<file path="src/source/lsuMacros.svh">
`ifndef LSU_MACROS_SVH
`define LSU_MACROS_SVH

// ~~~~~~~~~~~~~~~~~~~~~~~~~~~~~~~~~~~~~~~
// data-memory path sizes
// ~~~~~~~~~~~~~~~~~~~~~~~~~~~~~~~~~~~~~~~

// byte address, covers the whole RAM.
`define LSU_ADDR_W 17

// widest load or store is one word.
`define LSU_DATA_W 32

// one tag per load/store buffer entry.
`define LSU_TAG_W 4

// memory is byte wide, one byte per address.
`define LSU_RAM_DEPTH (1 << `LSU_ADDR_W)

`endif

</file>
<file path="src/source/lsuPkg.sv">
`default_nettype none

`include "lsuMacros.svh"

package lsuPkg;

    // ~~~~~~~~~~~~~~~~~~~~~~~~~~~~~~~~~~~~~~~
    // vector types
    // ~~~~~~~~~~~~~~~~~~~~~~~~~~~~~~~~~~~~~~~
    typedef logic [`LSU_ADDR_W-1:0] addrT;
    typedef logic [`LSU_DATA_W-1:0] dataT;
    typedef logic [`LSU_TAG_W-1:0]  tagT;
    typedef logic [1:0]             sizeT;  // 0 byte, 1 halfword, 2 word.
    typedef logic [7:0]             byteT;

    // ~~~~~~~~~~~~~~~~~~~~~~~~~~~~~~~~~~~~~~~
    // controller states
    // ~~~~~~~~~~~~~~~~~~~~~~~~~~~~~~~~~~~~~~~
    typedef enum logic [1:0] {
        ctrlIdle,
        ctrlAccess,
        ctrlFinish
    } ctrlStateT;

endpackage

`default_nettype wire

</file>
<file path="src/source/lsuReqSlot.sv">
`timescale 1ns/1ps
`default_nettype none

module lsuReqSlot (
    input  wire                clk,
    input  wire                arstN,
    input  wire                flush,
    // load/store buffer side
    input  wire                reqValid,
    input  wire                reqStore,
    input  wire  lsuPkg::addrT reqAddr,
    input  wire  lsuPkg::dataT reqData,
    input  wire  lsuPkg::sizeT reqSize,
    input  wire  lsuPkg::tagT  reqTag,
    output logic               ready,
    // memory controller side
    input  wire                memDone,
    input  wire  lsuPkg::dataT memRdata,
    output logic               memReq,
    output logic               memStore,
    output lsuPkg::addrT       memAddr,
    output lsuPkg::dataT       memData,
    output lsuPkg::sizeT       memSize,
    // response back to the buffer
    output logic               respDone,
    output lsuPkg::dataT       respData,
    output lsuPkg::tagT        respTag
);

    logic         occupied;
    logic         accept;
    logic         heldStore;
    lsuPkg::addrT heldAddr;
    lsuPkg::dataT heldData;
    lsuPkg::sizeT heldSize;
    lsuPkg::tagT  heldTag;

    assign accept = reqValid && !occupied;  // a strobe while full is dropped.

    always_ff @(posedge clk or negedge arstN) begin
        if (!arstN) begin
            occupied <= 1'b0;
        end else if (flush || memDone) begin
            occupied <= 1'b0;
        end else if (accept) begin
            occupied <= 1'b1;
        end
    end

    always_ff @(posedge clk) begin
        if (accept) begin
            heldStore <= reqStore;
            heldAddr  <= reqAddr;
            heldData  <= reqData;
            heldSize  <= reqSize;
            heldTag   <= reqTag;
        end
    end

    assign ready    = !occupied;
    assign memReq   = occupied;
    assign memStore = heldStore;
    assign memAddr  = heldAddr;
    assign memData  = heldData;
    assign memSize  = heldSize;

    // ~~~~~~~~~~~~~~~~~~~~~~~~~~~~~~~~~~~~~~~
    // response, matched to the buffer entry by its tag
    // ~~~~~~~~~~~~~~~~~~~~~~~~~~~~~~~~~~~~~~~
    assign respDone = memDone;
    assign respData = (memDone && !heldStore) ? memRdata : '0;  // stores return nothing.
    assign respTag  = memDone ? heldTag : '0;

endmodule

`default_nettype wire

</file>
<file path="config.mk">
export PLATFORM = sky130hd
export DESIGN_NAME = lsuReqSlot
export DESIGN_NICKNAME = d
export VERILOG_FILES = /design/src/source/lsuPkg.sv /design/src/source/lsuReqSlot.sv
export VERILOG_INCLUDE_DIRS = /design/src /design/src/source
export SDC_FILE = /design/constraint.sdc
export NUM_CORES = 1
export LEC_CHECK = 0
export CORE_AREA = 2 2 71 73
export CTS_BUF_LIST = sky130_fd_sc_hd__clkbuf_16
export CTS_CLUSTER_SIZE = 40
export DETAILED_ROUTE_END_ITERATION = 10
export DIE_AREA = 0 0 73 75
export DONT_BUFFER_PORTS = 1
export PLACE_DENSITY = 0.59
export SLEW_MARGIN = 10
export SYNTH_ARGS = -nofsm -noshare
export SYNTH_HDL_FRONTEND = slang
export SYNTH_SLANG_ARGS = --single-unit
</file>
<file path="constraint.sdc">
create_clock -name clk -period 3.5 [get_ports clk]
set_clock_uncertainty 0.2 [all_clocks]
set_input_delay 0.175 -clock clk [delete_from_list [all_inputs] [get_ports clk]]
set_output_delay 0.175 -clock clk [all_outputs]
set_load 0.005 [all_outputs]
</file>
# --- Word level (Yosys, flattened, before mapping) ---
# Index checks and enable logic that the tools add are counted.
totals:
  input_bits: 93
  regBits: 57
  out_inout_bits: 91
  elab_cells: 16
classes:
  mux: 4
  reduce_logical: 6
ops:
  columns: ["operator", "n"]
  rows:
  - ["$mux 32", 1]
  - ["$mux 4", 1]
  - ["$logic_and 1x1->1", 2]
  - ["$logic_not 1->1", 2]
  - ["$mux 1", 2]
  - ["$reduce_bool 2->1", 1]
  - ["$logic_or 1x1->1", 1]

# --- Longest topological paths before layout ---
# Gate-level depths: netlist (run 1).
depth:
  word_depth: 4
  mapped_depth: 3
  mapped_depth_nobuf: 2

# --- Worst setup path before layout (run 1) ---
# Ideal clock, no wire load.
synth_path:
  path_type: "flip-flop to flip-flop"
  from: "reg occupied (netlist: memReq)"
  to: "reg heldTag[0] (enable)"
  path_stages_with_launch: 2
  required_time_ns: 2.824
  n_path_buf: 0
  slack_ns: -0.090
  t_arrival_ns: 2.913
  synth_period_minus_slack_ns: 3.590
  setup_ns: 0.476
  path_cell_list: "dfrtp_1 > nor2b_1"
synth_via:
  elab_chain_len: 2
synth_lines:
  columns: ["item", "line_no", "text"]
  rows:
  - ["from (decl)", "lsuReqSlot.sv:30", "logic occupied;"]
  - ["from (signal assigned)", "lsuReqSlot.sv:42", "occupied <= 1'b0;"]
  - ["from (signal assigned)", "lsuReqSlot.sv:44", "occupied <= 1'b0;"]
  - ["from (signal assigned)", "lsuReqSlot.sv:46", "occupied <= 1'b1;"]
  - ["$logic_not 1->1", "lsuReqSlot.sv:38", "assign accept = reqValid && !occupied;"]
  - ["$logic_and 1x1->1", "lsuReqSlot.sv:38", null]
  - ["named net accept", "lsuReqSlot.sv:31", "logic accept;"]
  - ["to (signal assigned)", "lsuReqSlot.sv:56", "heldTag <= reqTag;"]
  - ["to (decl)", "lsuReqSlot.sv:36", "lsuPkg::tagT heldTag;"]
# The timed path passes the listed nets, and every way through them passes these cells.
# A chain may end at the register's enable or synchronous reset.

# --- Final worst setup path (run 1) ---
layout_path:
  from: "reg heldStore (netlist: memStore)"
  to: "out respData[28]"
layout_via:
  elab_chain_len: 3
layout_lines:
  columns: ["item", "line_no", "text"]
  rows:
  - ["from (decl)", "lsuReqSlot.sv:32", "logic heldStore;"]
  - ["from (signal assigned)", "lsuReqSlot.sv:52", "heldStore <= reqStore;"]
  - ["$logic_not 1->1", "lsuReqSlot.sv:71", "assign respData = (memDone && !heldStore) ? memRdata : '0;"]
  - ["$logic_and 1x1->1", "lsuReqSlot.sv:71", null]
  - ["$mux 32", "lsuReqSlot.sv:71", null]
  - ["to (decl)", "lsuReqSlot.sv:26", "output lsuPkg::dataT respData,"]
# No other way between the ends.

==> results of run 1 <==
-- area by class of cell --
class | instances | area (sq um)
Multi-Input combinational cell | 40 | 275.3
Sequential cell | 57 | 1707
Inverter | 1 | 3.754
Timing Repair Buffer | 61 | 608.1
Tap cell | 54 | 67.56
Clock inverter | 7 | 117.6
Fill cell | 311 | 1657
Clock buffer | 9 | 225.2
-- repair_timing --
action | CTS | global route
endpoints found under the hold margin | 58 | 0
hold buffers | 60 | 0
resized for setup | 0 | 0
buffers inserted | 0 | 0
-- cell usage after synthesis --
cell	count
sky130_fd_sc_hd__and2_2	11
sky130_fd_sc_hd__dfrtp_1	1
sky130_fd_sc_hd__nor2b_4	1
sky130_fd_sc_hd__nor3_1	1
sky130_fd_sc_hd__buf_4	1
sky130_fd_sc_hd__edfxtp_1	56
sky130_fd_sc_hd__and2_1	25
sky130_fd_sc_hd__nor2b_1	1
sky130_fd_sc_hd__buf_6	3
sky130_fd_sc_hd__nor2_1	1
sky130_fd_sc_hd__inv_1	1
-- per-layer routing --
metal	global-route usage [%]	part of all wire [%]	up-vias
li1	-	-	501
met1	17.60	33	538
met2	30.63	54	107
met3	8.835	12	4
met4	7.613	1.0	0
met5	0	0	-
-- per-stage QoR --
stage	util, %	total power, W	hold WS, ps	area, sq um	cells
after detailed placement	44.21	0.0008783	-320.5	2061	153
after global placement	44.21	0.0008767	-320.6	2061	153
after global routing	64.46	0.001965	150.2	3004	229
after floorplan	-	0.0008663	-320.6	2022	102
after CTS	64.46	0.001914	150.1	3004	229
final	64.46	0.001895	150.3	3004	229
-- path summary, 6_finish.rpt --
path | startpoint | to | slack, ps | cells after the start
worst min-delay path | memDone | respDone | 150 | 0
min in group asynchronous | arstN | memReq$_DFFE_PN0P_ | 450 | 2
worst max register to register | memReq$_DFFE_PN0P_ | memData[10]$_DFFE_PP_ | 1770 | 2
worst max-delay path | memStore$_DFFE_PP_ | respData[28] | 1730 | 2
max in group asynchronous | arstN | memReq$_DFFE_PN0P_ | 2540 | 2
worst min register to register | memReq$_DFFE_PN0P_ | heldTag[1]$_DFFE_PP_ | 880 | 2
-- flip-flops by register name, summed over array words and instances (netlist names) --
register and count:
heldTag 4, memAddr 17, memData 32, memReq 1, memSize 2, memStore 1
-- cell families after synthesis --
kind of cell  after synthesis
buf+inv                     5
simple gates               40
flops                      57
-- power by group --
group | total (W) | internal [W] | switching (W)
Sequential | 0.000823 | 0.000801 | 0.0000226
Combinational | 0.0000969 | 0.0000574 | 0.0000395
Clock | 0.000975 | 0.000695 | 0.000280
==> impl_metrics.yaml, run 1 <==
clock_network:
  clk-insertion-delay-late_ps: 310
  htree_num_levels: 3
  clockRootBuffer: "sky130_fd_sc_hd__clkbuf_16"
  clock_sinks: 57
  cts_tree: "yes"
  clock_path_buffers: 2
  cts.reportedPaths.clkPinSlew_ps: 50
  cts_made_buffers: 9
floorplan:
  fp.dieArea_sq_um: 5475
  num_rows: 25
  chipHeight_microns: 75
  die_w_microns: 73
  floorplan.core_area_sq_um: 4661
  floorplan.initialDensity_pct: 43.33
  ios: 184
sta:
  timing.slew.headroom_pct: 54.14
  final_count_of_pins_violating_max_slew: 0
  max_freq_mhz: 564.2
  fin_tns_setup_ps: 0
  worst_slew_pin_slew_ps: 687.9
  setup_ws_ps: 1728
  setup_repair_after_global_routing_missed_its_margin: "false"
  post-route-period-util_pct: 50.64
  final-setup-viol-count: 0
  fin_crit_ps: 1772
  finalHoldViolations: 0
place:
  place_hpwl_mm: 3.210
  gp_routability_congestion: 0.6442
  dp_worst_setup_slack_ps: 1787
  placement.io_buffers: 0
logic_synthesis:
  mappedNetlistNets: 195
  syn-cell-area_sq_um: 2019
  post_synth_and_or_nand_nor_area_fraction_pct: 13.26
  netlist.area_leader.share_pct: 83.27
  synth_top_family_by_area: "simple AND/OR/NAND/NOR gates"
  synth-compound-area-share_pct: 0
  synth_xor_area_share_pct: 0
  yosysSeqAreaShare_pct: 84.51
  synth.area.mux_share_pct: 0
  synthesis.area_per_instance_sq_um: 19.80
  netlist-cell-type-count: 11
  ys_seq_elements: 57
  post_synth_adder_cell_area_pct: 0
  postSynthCellCount: 102
  synth_top_cells_by_area: "sky130_fd_sc_hd__edfxtp_1, sky130_fd_sc_hd__and2_1, sky130_fd_sc_hd__and2_2, sky130_fd_sc_hd__buf_6, sky130_fd_sc_hd__dfrtp_1"
  cell_taking_the_most_area_after_synthesis: "sky130_fd_sc_hd__edfxtp_1"
  yosys_warnings: 0
grt:
  global_route.usage.total_pct: 17.52
  first_global_vias: 1236
  antenna_violations_before_repair: 0
  pin_count_of_the_biggest_net_entering_global_routing: 57
  globalRoute.totalOverflow: 0
  grt_pass1_wl_mm: 6.665
detailed_routing:
  wire_per_inst_microns: 21.76
  drc: 0
  route.antenna.remaining_nets: 0
  drt_pre_antenna_iters: 4
  initialDrtViolationCount: 57
  dr_total_vias: 1150
  viasPerCell: 5.022
  route.final.wire_length_mm: 4.984
critical_path:
  critical_path_cell_by_cell: "nor2b_4 -> and2_2"
  worst-endpoint-required_ps: 3120
  cp.buffers_inverters: 0
  worst-endpoint-arrival_ps: 1400
  cpMaxStageDelayCell: "sky130_fd_sc_hd__edfxtp_1"
  critical_path_class: "reg -> out"
  cp_top_family: "simple AND/OR/NAND/NOR gates"
  critPathMaxFanout: 32
  critPathMaxStageDelay_ps: 450
  critPathCaptureType: "output port"
  start_kind: "flip-flop"
cells_and_area:
  layout.cells.most_common: "sky130_fd_sc_hd__dlygate4sd3_1"
  layout.cells.most_common_list: "sky130_fd_sc_hd__dlygate4sd3_1, sky130_fd_sc_hd__edfxtp_1, sky130_fd_sc_hd__and2_1"
  antenna_cells: 0
  drive_gt1_share_pct: 17.14
  finish.net_count: 263
  area.growth.synth_to_final_pct: 48.76
outcome:
  run_status: "completed"
pwr:
  power.density_nw_per_um2: 630.9
  vdd_ir_drop_max_mv: 0.4387
  total_leakage_power_nw: 1.112
run:
  cap_viol_max_count: 0
worst_hold_path:
  hold_path_class: "in -> out"
Note: power is estimated with default switching activity, not from simulation.
==> inputs of run 2 (changes only) <==
PLACE_DENSITY = 0.57   (was 0.59)
clock period = 1.7 ns   (was 3.5 ns; I/O delays follow)
==> run 2 against run 1 <==
Effect of this change:
- die area stayed put
- power is 90% higher
- final cell count increased by 1.7%
- clock power is 72% higher
- via count grew 4.3%
- global-route usage up 0.67 points
- critical path depth is the same
- worst hold slack got worse by 120 ps
- setup slack worse by 1700 ps
- combinational power rose by 120%
- non-clock buffer count increased by 2
- sequential share of layout area fell by 0.071 points
- critical path type unchanged
- critical endpoint is now respData[4]
- highest routed layer unchanged
==> impl_metrics.yaml, run 2 (synthesis gave the netlist of run 1 again) <==
clock_network:
  clockRootBuffer: "sky130_fd_sc_hd__clkbuf_16"
  htree_num_levels: 3
  cts.reportedPaths.clkPinSlew_ps: 50
  cts.repair_timing.setup_buffer_count: 0
  clock_path_buffers: 2
  cts_tree: "yes"
  cts_made_buffers: 9
  clk-insertion-delay-late_ps: 310
  clock_sinks: 57
detailed_routing:
  drt_pre_antenna_iters: 4
  route.final.wire_length_mm: 5.163
  route.antenna.remaining_nets: 0
  wire_per_inst_microns: 22.16
  dr_total_vias: 1199
  initialDrtViolationCount: 55
  viasPerCell: 5.146
  drc: 0
place:
  gp_routability_congestion: 0.6866
  placement.io_buffers: 0
  placedCellCount: 154
  place_hpwl_mm: 3.171
sta:
  final_count_of_pins_violating_max_slew: 0
  setup_repair_after_global_routing_missed_its_margin: "false"
  worst_slew_pin_slew_ps: 279.9
  final-setup-viol-count: 0
  timing.slew.headroom_pct: 81.34
  finalHoldWorstSlack_ps: 29.91
  finalHoldViolations: 0
  fin_crit_ps: 1628
  post-route-period-util_pct: 95.77
  max_freq_mhz: 614.2
run:
  cap_viol_max_count: 0
floorplan:
  chipHeight_microns: 75
  num_rows: 25
  die_w_microns: 73
  fp.dieArea_sq_um: 5475
  ios: 184
  floorplan.core_area_sq_um: 4661
  floorplan.initialDensity_pct: 43.33
cells_and_area:
  layout.cells.most_common: "sky130_fd_sc_hd__dlygate4sd3_1"
  area.sequential_sq_um: 1707
  fillCellCount: 337
  stdcell_count: 233
  drive_gt1_share_pct: 16.85
  area.growth.synth_to_final_pct: 48.95
  largest_reg_flops: 32
  layout.cells.most_common_list: "sky130_fd_sc_hd__dlygate4sd3_1, sky130_fd_sc_hd__edfxtp_1, sky130_fd_sc_hd__and2_1"
  finish.net_count: 266
  multi_input_area_sq_um: 289.0
critical_path:
  worst-endpoint-arrival_ps: 1340
  critical_path_cell_by_cell: "nor2b_4 -> and2_1"
  cpMaxStageDelayCell: "sky130_fd_sc_hd__edfxtp_1"
  critPathMaxFanout: 16
  critPathMaxStageDelay_ps: 510
  critical_path_class: "reg -> out"
  critPathCaptureType: "output port"
  start_kind: "flip-flop"
  worst-endpoint-required_ps: 1410
pwr:
  design_power_total_w: 0.003593
  power.density_nw_per_um2: 1195
  total_leakage_power_nw: 1.107
  vdd_ir_drop_max_mv: 0.6346
grt:
  global_route.usage.total_pct: 18.19
  first_global_vias: 1261
  pin_count_of_the_biggest_net_entering_global_routing: 33
  antenna_violations_before_repair: 1
  globalRoute.totalOverflow: 0
  grt_pass1_wl_mm: 6.727
outcome:
  run_status: "completed"
worst_hold_path:
  hold_path_class: "in -> reg"
## run 2: what timing repair did
item,in CTS,in global routing
hold buffers,61,0
setup endpoints to repair,15,32
gates cloned,0,1
endpoints found under the hold margin,59,0
resized for setup,0,1
## run 2: worst max-delay path: cells and delay by family (launching register included)
kind	cells	cell delay (ps)
flops	1	510
simple gates	2	520
## run 2: layout make-up
type                            count  area share [%]
Antenna cell                        1         0.08319
Clock buffer                        9           7.488
Multi-Input combinational cell     41           9.609
Tap cell                           54           2.246
Inverter                            1          0.1248
Timing Repair Buffer               63           21.63
Clock inverter                      7           2.080
Sequential cell                    57           56.74
## run 2: worst paths after layout
path / startpoint / to / slack [ps] / depth (start not counted)
worst max register to register: memReq$_DFFE_PN0P_ / memReq$_DFFE_PN0P_ / 220 / 3
min in group asynchronous: arstN / memReq$_DFFE_PN0P_ / 330 / 2
worst min-delay path: reqValid / heldTag[2]$_DFFE_PP_ / 30 / 2
worst max-delay path: memStore$_DFFE_PP_ / respData[4] / 70 / 2
worst min register to register: memReq$_DFFE_PN0P_ / heldTag[2]$_DFFE_PP_ / 670 / 2
max in group asynchronous: arstN / memReq$_DFFE_PN0P_ / 870 / 2
## run 2: layer usage
metal	vias to the layer above	routed length, microns	global-route usage [%]
li1	508	-	-
met1	574	1436	13.97
met3	9	635	9.639
met5	-	0	0
met2	108	3005	34.33
met4	0	85	11.73
## run 2: power breakdown
group          switching, W  leakage (nW)  internal (W)
sequential        0.0000476         0.555       0.00165
clock              0.000567         0.140       0.00111
combinational     0.0000850         0.412      0.000132
total              0.000700          1.11       0.00289
## run 2: stage by stage
step / util, % / TNS, ps / instance area (sq um) / setup WS (ps)
6_report: 64.54 / 0 / 3008 / 71.93
5_1_grt: 64.54 / 0 / 3008 / 10.57
4_1_cts: 64.19 / -119.2 / 2992 / -12.49
3_5_place_dp: 44.91 / 0 / 2093 / 331.7
3_3_place_gp: 44.91 / 0 / 2093 / 350.5
2_1_floorplan: - / -11230 / 2027 / -200.6
