### config.mk
export PLATFORM = sky130hd
export DESIGN_NAME = byteCounter
export DESIGN_NICKNAME = d
export VERILOG_FILES = /design/src/source/lsuPkg.sv /design/src/source/byteCounter.sv
export VERILOG_INCLUDE_DIRS = /design/src /design/src/source
export SDC_FILE = /design/constraint.sdc
export NUM_CORES = 1
export LEC_CHECK = 0
export ABC_AREA = 1
export BUFFER_PORTS_ARGS = -buffer_cell sky130_fd_sc_hd__buf_2
export CAP_MARGIN = 0
export CORE_AREA = 5 5 42 44
export CTS_CLUSTER_DIAMETER = 40
export DETAILED_ROUTE_END_ITERATION = 8
export DIE_AREA = 0 0 47 49
export GPL_TIMING_DRIVEN = 0
export PLACE_DENSITY = 0.3
export SLEW_MARGIN = 30
export SYNTH_ARGS = -nofsm -noshare
export SYNTH_HDL_FRONTEND = slang
export SYNTH_SLANG_ARGS = --single-unit
### constraint.sdc
create_clock -name clk -period 1 [get_ports clk]
set_input_delay 0.05 -clock clk [delete_from_list [all_inputs] [get_ports clk]]
set_output_delay 0.05 -clock clk [all_outputs]
set_load 0.02 [all_outputs]
### src/source/lsuMacros.svh
`ifndef LSU_MACROS_SVH
`define LSU_MACROS_SVH

// ~~~~~~~~~~~~~~~~~~~~~~~~~~~~~~~~~~~~~~~
// data-memory path sizes
// ~~~~~~~~~~~~~~~~~~~~~~~~~~~~~~~~~~~~~~~

// byte address, covers the whole RAM.
`define LSU_ADDR_W 17

// widest load or store is one word.
`define LSU_DATA_W 32

// one tag per load/store buffer entry.
`define LSU_TAG_W 4

// memory is byte wide, one byte per address.
`define LSU_RAM_DEPTH (1 << `LSU_ADDR_W)

`endif

### src/source/lsuPkg.sv
`default_nettype none

`include "lsuMacros.svh"

package lsuPkg;

    // ~~~~~~~~~~~~~~~~~~~~~~~~~~~~~~~~~~~~~~~
    // vector types
    // ~~~~~~~~~~~~~~~~~~~~~~~~~~~~~~~~~~~~~~~
    typedef logic [`LSU_ADDR_W-1:0] addrT;
    typedef logic [`LSU_DATA_W-1:0] dataT;
    typedef logic [`LSU_TAG_W-1:0]  tagT;
    typedef logic [1:0]             sizeT;  // 0 byte, 1 halfword, 2 word.
    typedef logic [7:0]             byteT;

    // ~~~~~~~~~~~~~~~~~~~~~~~~~~~~~~~~~~~~~~~
    // controller states
    // ~~~~~~~~~~~~~~~~~~~~~~~~~~~~~~~~~~~~~~~
    typedef enum logic [1:0] {
        ctrlIdle,
        ctrlAccess,
        ctrlFinish
    } ctrlStateT;

endpackage

`default_nettype wire

### src/source/byteCounter.sv
`timescale 1ns/1ps
`default_nettype none

module byteCounter (
    input  wire                clk,
    input  wire                arstN,
    input  wire                cntClear,
    input  wire                cntStep,
    input  wire  lsuPkg::sizeT cntSize,
    output logic [1:0]         byteIdx,
    output logic               lastByte
);

    logic [1:0] lastIdx;

    always_ff @(posedge clk or negedge arstN) begin
        if (!arstN) begin
            byteIdx <= 2'd0;
        end else if (cntClear) begin
            byteIdx <= 2'd0;
        end else if (cntStep) begin
            byteIdx <= byteIdx + 2'd1;
        end
    end

    always_comb begin
        case (cntSize)
            2'd0:    lastIdx = 2'd0;
            2'd1:    lastIdx = 2'd1;
            default: lastIdx = 2'd3;  // code 3 is never issued.
        endcase
    end

    assign lastByte = (byteIdx == lastIdx);

endmodule

`default_nettype wire

# After elaboration in Yosys (flattened, before gate mapping)
# Cells that the tools add are included.
totals:
  wordCells: 9
  regBits: 2
  out_inout_bits: 3
op_classes:
  n_reduce_logical: 2
  n_addsub: 1
  eq_ne: 2
  muxes: 3
op_table:
  columns: ["op", "n"]
  rows:
  - ["$mux 2", 2]
  - ["$pmux 2 s2", 1]
  - ["$add 2x1->2 const B", 1]
  - ["$eq 2x1->1 const B", 1]
  - ["$eq 2x2->1", 1]
  - ["$logic_not 2->1", 1]
  - ["$reduce_bool 2->1", 1]

# Logic depth before layout (Yosys ltp)
# Gate-level depths: netlist of run 1.
depth:
  ltp_word: 3
  depth_mapped: 4

# Worst setup path before layout of run 1
# No wires, ideal clock.
synth_path:
  path_kind: "flip-flop to output port"
  from: "reg byteIdx[1]"
  to: "out lastByte"
  arrival_time_ns: 0.941
  path_slack_ns: 0.009
  path_stages_with_launch: 3
  path_cell_list: "dfrtp_1 -> xor2_1 -> nor2_1"
synth_via:
  elab_chain_len: 1
synth_rtl:
  columns: ["element", "line_no", "text"]
  rows:
  - ["from (decl)", "byteCounter.sv:10", "output logic [1:0] byteIdx,"]
  - ["from (signal assigned)", "byteCounter.sv:22", "byteIdx <= byteIdx + 2'd1;"]
  - ["$eq 2x2->1", "byteCounter.sv:34", "assign lastByte = (byteIdx == lastIdx);"]
  - ["to (decl)", "byteCounter.sv:11", "output logic lastByte"]
# No other way between the ends.

# Worst setup path in the final report of run 1
# Same ends and word-level chain as after synthesis.

==> results.md, run 1 <==
- CP delay by family, top: flip-flops
- Post-synthesis register bit count: 2
- DRT Pass-1 Iters: 1
- WP buf/inv: 1
- Inserted Clock Buffers: 3
- Final Max Slew Viols: 0
- Routed WL per cell: 7.73 um
- Critical Path AT: 1.01 ns
- Pwr Density: 1530 nW/um2
- Fmax: 942 MHz
- Post-Route WL: 371 um
- Yosys warning count: 0
- Hold Vio Cnt, Final: 0
- CTS root buf: clkbuf_4
- Critical-path top delay cell: dfrtp_1
- Ports: 9
- Syn Nets: 24
- Largest net degree at the start of global routing: 4
- Diode count: 0
- Area contributors post-synth: dfrtp_1 42%, nor2_1 16%, o21ai_0 13%
- Status: finished with violations
- CP Capture Type: primary output
- Row Count: 14
- CTS tree: done
- Clock skew: 0.00241 ns
- Sink Count: 2
- Total gr overflow: 0
- Worst-path cell chain: xor2_1 > nor2_1 > buf_4
- H-Tree Depth: 1
- Failing checks: negative setup slack
- Min-delay worst type: input pin to flip-flop
- DP Area: 179 um2
- Initial antenna violation count: 0
- VDD IR max: 0.609 mV
- Placer Congestion: 0.614
- Part of the Yosys area used for sequential elements: 42.1%
- Layout cell share with drive strength beyond 1: 43.8%
- Max-Cap Viols: 0
- Most frequent cells in the layout: 7 x buf_2, 5 x nor2_1
- DR vias: 156
- Port buffer count: 8
- Leakage power figure: 0.130 nW
- Largest regs: byteIdx x2
- First DRT Iteration DRCs: 0
- Critical path class: flip-flop to primary output
- Pre-CTS setup slack: 0.118 ns
- Hpwl dp: 281 um
- RSZ-0062 raised after global routing: true
- Die Area: 2300 um2
- Final setup fails: 1
- First-pass GRT wire length: 655 um
- Post-synthesis instance area: 119 um2
- Core Box Area: 1400 um2
- Final Cell Area: 229 um2
- Layout area overhead: 92.6%
- Max FFs per register: 2
- Vias in the first global route: 166
- Vias per cell: 3.25
- Clk Latency, worst-skew pair: 0.23 ns
- Required time of the critical path: 0.95 ns
- Worst Path Max Fanout: 2
- CTS Buffer Depth: 2
- Initial Util: 8.48%
- Worst-path clk slew: 0.03 ns
- Die width: 47 um
- Dominant cell type by area after synthesis: dfrtp_1
- All-layer global routing usage: 4.79%
- Detail Route Antenna Nets: 0
- CP Launch Type: flip-flop
- Worst Setup Slack, final: -0.0616 ns
- Post-Syn Instances: 18
- Most common cell after layout, fill and taps aside: buf_2
- DRC viols: 0
- Synth cell types: 7
- Die Height: 49 um
- Least-Margin Pin Slew: 0.156 ns
- Syn Area/Cell: 6.60 um2
- Min Tclk post-route: 1.06 ns
- Final-stage net count: 40
- Largest Register: byteIdx
- CP max stage delay: 0.39 ns
- Relative slew slack: 89.5%
- Post-synth top area share: 42.1%
- Final period utilization: 106%
worst paths after layout:
kind	slack [ns]	endpoint	depth (start not counted)	start
max	-0.06	lastByte	3	byteIdx[1]$_DFFE_PN0P_
min	0.08	byteIdx[1]$_DFFE_PN0P_	4	cntClear
max reg2reg	0.09	byteIdx[1]$_DFFE_PN0P_	5	byteIdx[0]$_DFFE_PN0P_
min reg2reg	0.67	byteIdx[0]$_DFFE_PN0P_	3	byteIdx[0]$_DFFE_PN0P_
max in group asynchronous	0.76	byteIdx[0]$_DFFE_PN0P_	2	arstN
min in group asynchronous	0.14	byteIdx[1]$_DFFE_PN0P_	2	arstN
power breakdown:
part	total (mW)	internal, mW	switching [mW]
logic	0.0737	0.0349	0.0388
registers	0.0916	0.0872	0.00447
clock network	0.185	0.133	0.0517
total	0.350	0.255	0.0950
cells by family (layout without fill, tap and decap cells):
kind of cell	count (synthesis)	in the layout	share of synthesized area, %
AO/OA/AOI/OAI	3	3	12.6
XOR/XNOR	1	1	7.37
buffers and inverters	4	18	12.6
flip-flops	2	2	42.1
AND/OR/NAND/NOR	8	8	25.3
worst reg2reg max path: cells and delay by family, from the launching register on:
family / cells / cell delay [ns]
buffers and inverters: 2 / 0.18
and+or+nand+nor: 3 / 0.23
DFF: 1 / 0.38
final cells by class:
cell class                      count  area, um2
Sequential cell                     2       50.0
Multi-Input combinational cell     12       53.8
Timing Repair Buffer               11       67.6
Fill cell                         175       1170
Inverter                            4       15.0
Clock buffer                        3       22.5
Tap cell                           16       20.0
what timing repair did:
action,in CTS,in global routing
hold endpoints to repair,2,0
gates resized for setup,1,2
buffers inserted,2,0
hold buffers,1,0
pin swaps,0,1
endpoints found under the setup margin,1,2
layer usage:
layer | vias up | share of wire, % | GRT usage [%]
met1 | 59 | 49 | 5.26
met2 | 11 | 30 | 4.52
met4 | 0 | 6.5 | 6.91
li1 | 82 | - | -
met5 | - | 0 | 0
met3 | 4 | 15 | 3.32
through the flow:
stage / cells / setup TNS, ns / hold slack [ns] / total power [mW] / util [%]
detailed placement: 42 / 0 / -0.158 / 0.153 / 12.8
CTS: 48 / -0.0700 / 0.0750 / 0.357 / 16.3
global route: 48 / -0.138 / 0.101 / 0.388 / 16.3
global placement: 42 / 0 / -0.162 / 0.150 / 12.8
finish: 48 / -0.0616 / 0.0833 / 0.350 / 16.3
floorplan: 18 / 0 / -0.246 / 0.126 / -
synth_stat cells:
library cell,number
dfrtp_1,2
nor2_1,5
clkinv_1,1
xor2_1,1
inv_1,3
nand2_1,3
o21ai_0,3
No activity file was read; power rests on OpenSTA's default activity.
==> run 2, diff against run 1 <==
--- a/config.mk
+++ b/config.mk
@@ -15,7 +15,9 @@
 export DIE_AREA = 0 0 47 49
 export GPL_TIMING_DRIVEN = 0
 export PLACE_DENSITY = 0.3
+export RECOVER_POWER = 50
 export SLEW_MARGIN = 30
 export SYNTH_ARGS = -nofsm -noshare
 export SYNTH_HDL_FRONTEND = slang
 export SYNTH_SLANG_ARGS = --single-unit
+export TNS_END_PERCENT = 50
==> results.md, run 2 (same netlist as run 1, synthesis figures left out) <==
- CP max stage delay: 0.39 ns (about the same)
- Final setup fails: 1 (unchanged)
- Port buffer count: 8 (unchanged)
- Initial antenna violation count: 0 (unchanged)
- Pre-CTS setup slack: 0.118 ns (unchanged)
- Required time of the critical path: 0.95 ns (about the same)
- Worst Reg-to-Reg Cells: 5 (unchanged)
- Relative slew slack: 89.5% (about the same)
- Min-delay worst type: input pin to flip-flop
- Ports: 9 (unchanged)
- Hpwl dp: 281 um (unchanged)
- Largest Register: byteIdx
- Initial Util: 8.48% (unchanged)
- P_sw: 95.0 uW (about the same)
- Critical path class: flip-flop to primary output
- Layout area overhead: 91.6%
- RSZ-0062 raised after global routing: true
- CP delay by family, top: flip-flops
- First DRT Iteration DRCs: 0 (unchanged)
- Max FFs per register: 2 (unchanged)
- Largest regs: byteIdx x2
- Flop-to-flop setup slack: 0.07 ns (-0.02 ns)
- Routed WL per cell: 7.71 um (-0.27%)
- Leakage power figure: 0.123 nW (-5.5%)
- DR vias: 159 (+1.9%)
- CP Capture Type: primary output
- Worst setup path endpoint: lastByte
- WP buf/inv: 1 (unchanged)
- DRC viols: 0 (unchanged)
- Post-Route WL: 370 um (-0.27%)
- Die Height: 49 um (unchanged)
- Fmax: 943 MHz (about the same)
- Switching Share: 27.2% (+0.034 points)
- Final-stage net count: 40 (unchanged)
- First-pass GRT wire length: 655 um (unchanged)
- Worst-path clk slew: 0.03 ns (about the same)
- Min Tclk post-route: 1.06 ns (-0.000759 ns)
- Critical Path AT: 1.01 ns (about the same)
- Final Max Slew Viols: 0 (unchanged)
- Total gr overflow: 0 (unchanged)
- Core Box Area: 1400 um2 (unchanged)
- Failing checks: negative setup slack
- CTS root buf: clkbuf_4
- Pwr Density: 1530 nW/um2 (+0.36%)
- Critical-path top delay cell: dfrtp_1
- All-layer global routing usage: 4.79% (unchanged)
- Die width: 47 um (unchanged)
- Max-Cap Viols: 0 (unchanged)
- Worst Setup Slack, final: -0.0609 ns (+0.000759 ns)
- Final period utilization: 106% (about the same)
- P_int: 254 uW (-0.23%)
- Vias in the first global route: 166 (unchanged)
- Largest net degree at the start of global routing: 4 (unchanged)
- Final Non-Filler Cells: 48 (unchanged)
- CTS Buffer Depth: 2 (unchanged)
- Least-Margin Pin Slew: 0.156 ns (+0.0000907 ns)
- Row Count: 14 (unchanged)
- Clock skew: 0.00192 ns (-0.000482 ns)
- Clock Power Share: 52.9% (about the same)
- Worst-path cell chain: xor2_1 > nor2_1 > buf_4
- Reg power frac: 26.2% (about the same)
- Placer Congestion: 0.614 (unchanged)
- Worst setup path start: byteIdx[1]$_DFFE_PN0P_
- Worst path depth: 3 (unchanged)
- VDD IR max: 0.608 mV (-0.17%)
- Most common cell after layout, fill and taps aside: buf_2
- Hold_sp: cntClear
- Most frequent cells in the layout: 6 x buf_2, 5 x nor2_1
- Sink Count: 2 (unchanged)
- Worst Path Max Fanout: 2 (unchanged)
- DRT Pass-1 Iters: 1 (unchanged)
- CP Launch Type: flip-flop
- Detail Route Antenna Nets: 0 (unchanged)
- Hold Slack: 0.0815 ns (-0.00174 ns)
- Clk Latency, worst-skew pair: 0.23 ns (about the same)
- DP Cell Count: 42 (unchanged)
- Die Area: 2300 um2 (unchanged)
- Status: finished with violations
- Hold Vio Cnt, Final: 0 (unchanged)
- Diode count: 0 (unchanged)
- H-Tree Depth: 1 (unchanged)
- CTS tree: done
- Layout cell share with drive strength beyond 1: 37.5% (-6.3 points)
- Inserted Clock Buffers: 3 (unchanged)
- FF-to-FF End: byteIdx[1]$_DFFE_PN0P_
- RR Startpoint: byteIdx[0]$_DFFE_PN0P_
- Vias per cell: 3.31 (+1.9%)
- Power share of the combinational group: 20.8% (-0.3 points)
- FILL cells: 175 (unchanged)
-- run 2: cell types whose count changed in the layout (fill, tap and decap cells not counted) --
cell and change:
clkinv_1 +1, inv_2 -1, clkbuf_1 +1, buf_2 -1
-- run 2: worst register-to-register path, cell delays in order (launching register included) --
cell      delay [ns]
dfrtp_1         0.38
buf_4           0.14
nand2_1         0.07
clkinv_1        0.07
nor2_1          0.09
nor2_1          0.05
-- run 2: metal layers --
layer | global-route usage, % | part of all wire, %
met1 | 5.26 | 48
met3 | 3.32 | 15
met5 | 0 | 0
met4 | 6.91 | 6.5
met2 | 4.52 | 31
-- run 2: power by group through the flow --
stage	clock [mW]	combinational, mW	sequential (mW)
final	0.185	0.0728	0.0916
after global routing	0.212	0.0830	0.0921
after CTS	0.192	0.0736	0.0918
after detailed placement	0	0.0570	0.0955
after global placement	0	0.0548	0.0948
after floorplan	0	0.0248	0.101
-- run 2: what timing repair did --
item | in CTS | in global routing
hold endpoints to repair | 2 | 0
endpoints found under the setup margin | 1 | 2
hold buffers | 1 | 0
resized for setup | 1 | 1
buffers inserted | 2 | 0
pin swaps | 0 | 0
-- run 2: per-stage QoR --
stage / utilization, % / setup TNS (ns) / total power [mW] / cell area, um2
2_1_floorplan: - / 0 / 0.126 / 119
3_3_place_gp: 12.8 / 0 / 0.150 / 179
3_5_place_dp: 12.8 / 0 / 0.153 / 179
4_1_cts: 16.3 / -0.0700 / 0.357 / 229
5_1_grt: 16.3 / -0.163 / 0.387 / 228
6_report: 16.3 / -0.0609 / 0.349 / 228
-- run 2: final cells by class --
type,count,area [um2],area share (%)
inverters,4,15.0,6.59
well taps,16,20.0,8.79
flip-flops and latches,2,50.0,22.0
clock buffers,3,22.5,9.89
multi-input cells,12,53.8,23.6
repair buffers,11,66.3,29.1
-- run 2: how the worst min path moves through the flow --
stage	to	slack (ns)	cells after the start
after floorplan	byteIdx[0]$_DFFE_PN0P_	-0.25	0
after global placement	byteIdx[0]$_DFFE_PN0P_	-0.16	1
after detailed placement	byteIdx[1]$_DFFE_PN0P_	-0.16	1
after CTS	byteIdx[0]$_DFFE_PN0P_	0.07	4
after global routing	byteIdx[1]$_DFFE_PN0P_	0.10	4
final	byteIdx[1]$_DFFE_PN0P_	0.08	4
==> run 3, diff against run 2 <==
--- a/config.mk
+++ b/config.mk
@@ -6,7 +6,6 @@
 export SDC_FILE = /design/constraint.sdc
 export NUM_CORES = 1
 export LEC_CHECK = 0
-export ABC_AREA = 1
 export BUFFER_PORTS_ARGS = -buffer_cell sky130_fd_sc_hd__buf_2
 export CAP_MARGIN = 0
 export CORE_AREA = 5 5 42 44
==> results.md, run 3 <==
- Layout cell share with drive strength beyond 1: 65.4% (+28 points)
- Status: finished with violations
- Die width: 47 um (unchanged)
- Syn Area/Cell: 11.1 um2 (+69%)
- Initial antenna violation count: 0 (unchanged)
- Area contributors post-synth: dfrtp_1 45%, a21bo_2 9.0%, a311o_1 9.0%
- Worst Setup Slack, final: -0.333 ns (-0.273 ns)
- Largest Register: byteIdx
- Worst Path Max Fanout: 4 (+2)
- CTS tree: done
- Vias per cell: 3.81 (+15%)
- Post-synthesis register bit count: 2 (unchanged)
- CTS Buffer Depth: 2 (unchanged)
- RSZ-0062 raised after global routing: true
- Async SR Flop Fraction: 100% (unchanged)
- Worst-path clk slew: 0.04 ns (about the same)
- Required time of the critical path: 0.95 ns (about the same)
- Number of synthesized flops with an enable pin: 0 (unchanged)
- Routed WL per cell: 10.4 um (+34%)
- Clk Latency, worst-skew pair: 0.23 ns (about the same)
- Final Max Slew Viols: 0 (unchanged)
- Failing checks: negative setup slack
- Post-synth top area share: 44.9% (+2.8 points)
- DRC viols: 0 (unchanged)
- Ports: 9 (unchanged)
- Dominant cell type by area after synthesis: dfrtp_1
- Most common cell after layout, fill and taps aside: buf_2
- Most used routing layer: met4
- VDD IR max: 0.572 mV (-5.9%)
- Detail Route Antenna Nets: 0 (unchanged)
- Yosys warning count: 0 (unchanged)
- Final-stage net count: 33 (-18%)
- CP Launch Type: flip-flop
- Sink Count: 2 (unchanged)
- Ys flop type: dfrtp_1
- H-Tree Depth: 1 (unchanged)
- Top-count cell post-synth: dfrtp_1
- FILL cells: 163 (-6.9%)
- RR Startpoint: byteIdx[0]$_DFFE_PN0P_
- Die Area: 2300 um2 (unchanged)
- Synth cell types: 9 (+2)
- Min-delay worst type: input pin to flip-flop
- Total gr overflow: 0 (unchanged)
- Post-Syn Instances: 10 (-8)
- First DRT Iteration DRCs: 0 (unchanged)
- All-layer global routing usage: 4.36% (-0.42 points)
- Min-Delay Path Depth: 3 (-1)
- Largest net degree at the start of global routing: 7 (+3)
- Most frequent cells in the layout: 5 x buf_2, 3 x clkbuf_4
- Fmax: 750 MHz (-20%)
- DR vias: 160 (+0.63%)
- First-pass GRT wire length: 655 um (unchanged)
- Clock skew: 0.00990 ns (+0.00798 ns)
- Die Height: 49 um (unchanged)
- Inserted Clock Buffers: 3 (unchanged)
- Worst Reg-to-Reg Cells: 3 (-2)
- Max FFs per register: 2 (unchanged)
- Post-Route WL: 435 um (+18%)
- Largest regs: byteIdx x2
- CP Capture Type: primary output
- Critical path class: flip-flop to primary output
- Leakage power figure: 0.111 nW (-9.4%)
- CTS root buf: clkbuf_4
- Global Route met2 Usage: 6.11% (+1.6 points)
- Port buffer count: 8 (unchanged)
- Row Count: 14 (unchanged)
- Setup TNS: -0.333 ns (-0.273 ns)
- Core Box Area: 1400 um2 (unchanged)
- Critical Path AT: 1.28 ns (+0.27 ns)
- Pwr Density: 1550 nW/um2 (+1.0%)
- Layout area overhead: 138%
- Register Area: 52.6 um2 (+5.0%)
- Part of the Yosys area used for sequential elements: 44.9% (+2.8 points)
- Final setup fails: 1 (unchanged)
- Least-Margin Pin Slew: 0.229 ns (+0.0733 ns)
- Hold_sp: cntStep
- Final period utilization: 133% (+27 points)
- Initial Util: 7.95% (-0.54 points)
- Syn Nets: 16 (-33%)
- Relative slew slack: 84.6% (-4.9 points)
- DRT Pass-1 Iters: 1 (unchanged)
- Max-Cap Viols: 0 (unchanged)
- Diode count: 0 (unchanged)
- Post-synthesis instance area: 111 um2 (-6.3%)
- Hold Slack: 0.123 ns (+0.0418 ns)
- Vias in the first global route: 183 (+10%)
- Worst setup path start: byteIdx[0]$_DFFE_PN0P_
- Placer Congestion: 0.635 (+3.4%)
- Multi-input logic area: 80.1 um2 (+49%)
- Min Tclk post-route: 1.33 ns (+0.273 ns)
- GR Util met1: 3.73% (-1.5 points)
- Hold Vio Cnt, Final: 0 (unchanged)
- Met3 Resource Use GR: 1.11% (-2.2 points)
## run 3: critical path: stages, from the launching register on
cell and delay [ns]:
dfrtp_2 0.42, nor4bb_4 0.16, a311o_1 0.34, buf_6 0.14
## run 3: layout make-up
| class | instances | share of cell area [%] |
|---|---|---|
| Timing Repair Buffer | 12 | 32.5 |
| Sequential cell | 2 | 19.8 |
| Clock buffer | 4 | 9.91 |
| Tap cell | 16 | 7.55 |
| Multi-Input combinational cell | 8 | 30.2 |
## run 3: metrics by stage
stage          setup WS, ns  total power, mW  cell area [um2]  std cells  util [%]
2_1_floorplan       -0.0652            0.136              113         10         -
3_3_place_gp        -0.0706            0.162              173         34      12.3
3_5_place_dp        -0.0976            0.166              173         34      12.3
4_1_cts              -0.296            0.407              240         42      17.1
5_1_grt              -0.369            0.439              265         42      18.9
6_report             -0.333            0.411              265         42      18.9
## run 3: report_power, final
| part | internal [mW] | total, mW | leakage, nW | switching (mW) |
|---|---|---|---|---|
| clock network | 0.149 | 0.206 | 0.0150 | 0.0568 |
| registers | 0.0897 | 0.100 | 0.0236 | 0.0104 |
| logic | 0.0610 | 0.106 | 0.0727 | 0.0445 |
## run 3: cell families after synthesis
kind of cell | Yosys count | synth area share [%]
and+or+nand+nor | 4 | 24.7
AOI/OAI and AO/OA | 3 | 22.5
DFF | 2 | 44.9
xor gates and xnor gates | 1 | 7.87
## run 3: layer usage
layer	routed length (um)	up-vias
met5	0	-
met4	17	0
met3	42	2
met2	197	11
met1	178	74
li1	-	73
## run 3: final timing paths
check	slack, ns	end
max in group asynchronous	0.71	byteIdx[1]$_DFFE_PN0P_
min reg2reg	0.65	byteIdx[1]$_DFFE_PN0P_
min	0.12	byteIdx[0]$_DFFE_PN0P_
max	-0.33	lastByte
min in group asynchronous	0.13	byteIdx[0]$_DFFE_PN0P_
max reg2reg	0.04	byteIdx[1]$_DFFE_PN0P_
## run 3: repair_timing
item                       in CTS  in global routing
setup buffers                   2                  0
pin swaps                       1                  2
hold endpoints to repair        4                  0
resized for setup               2                  6
hold buffers                    2                  0
setup endpoints to repair       1                  3
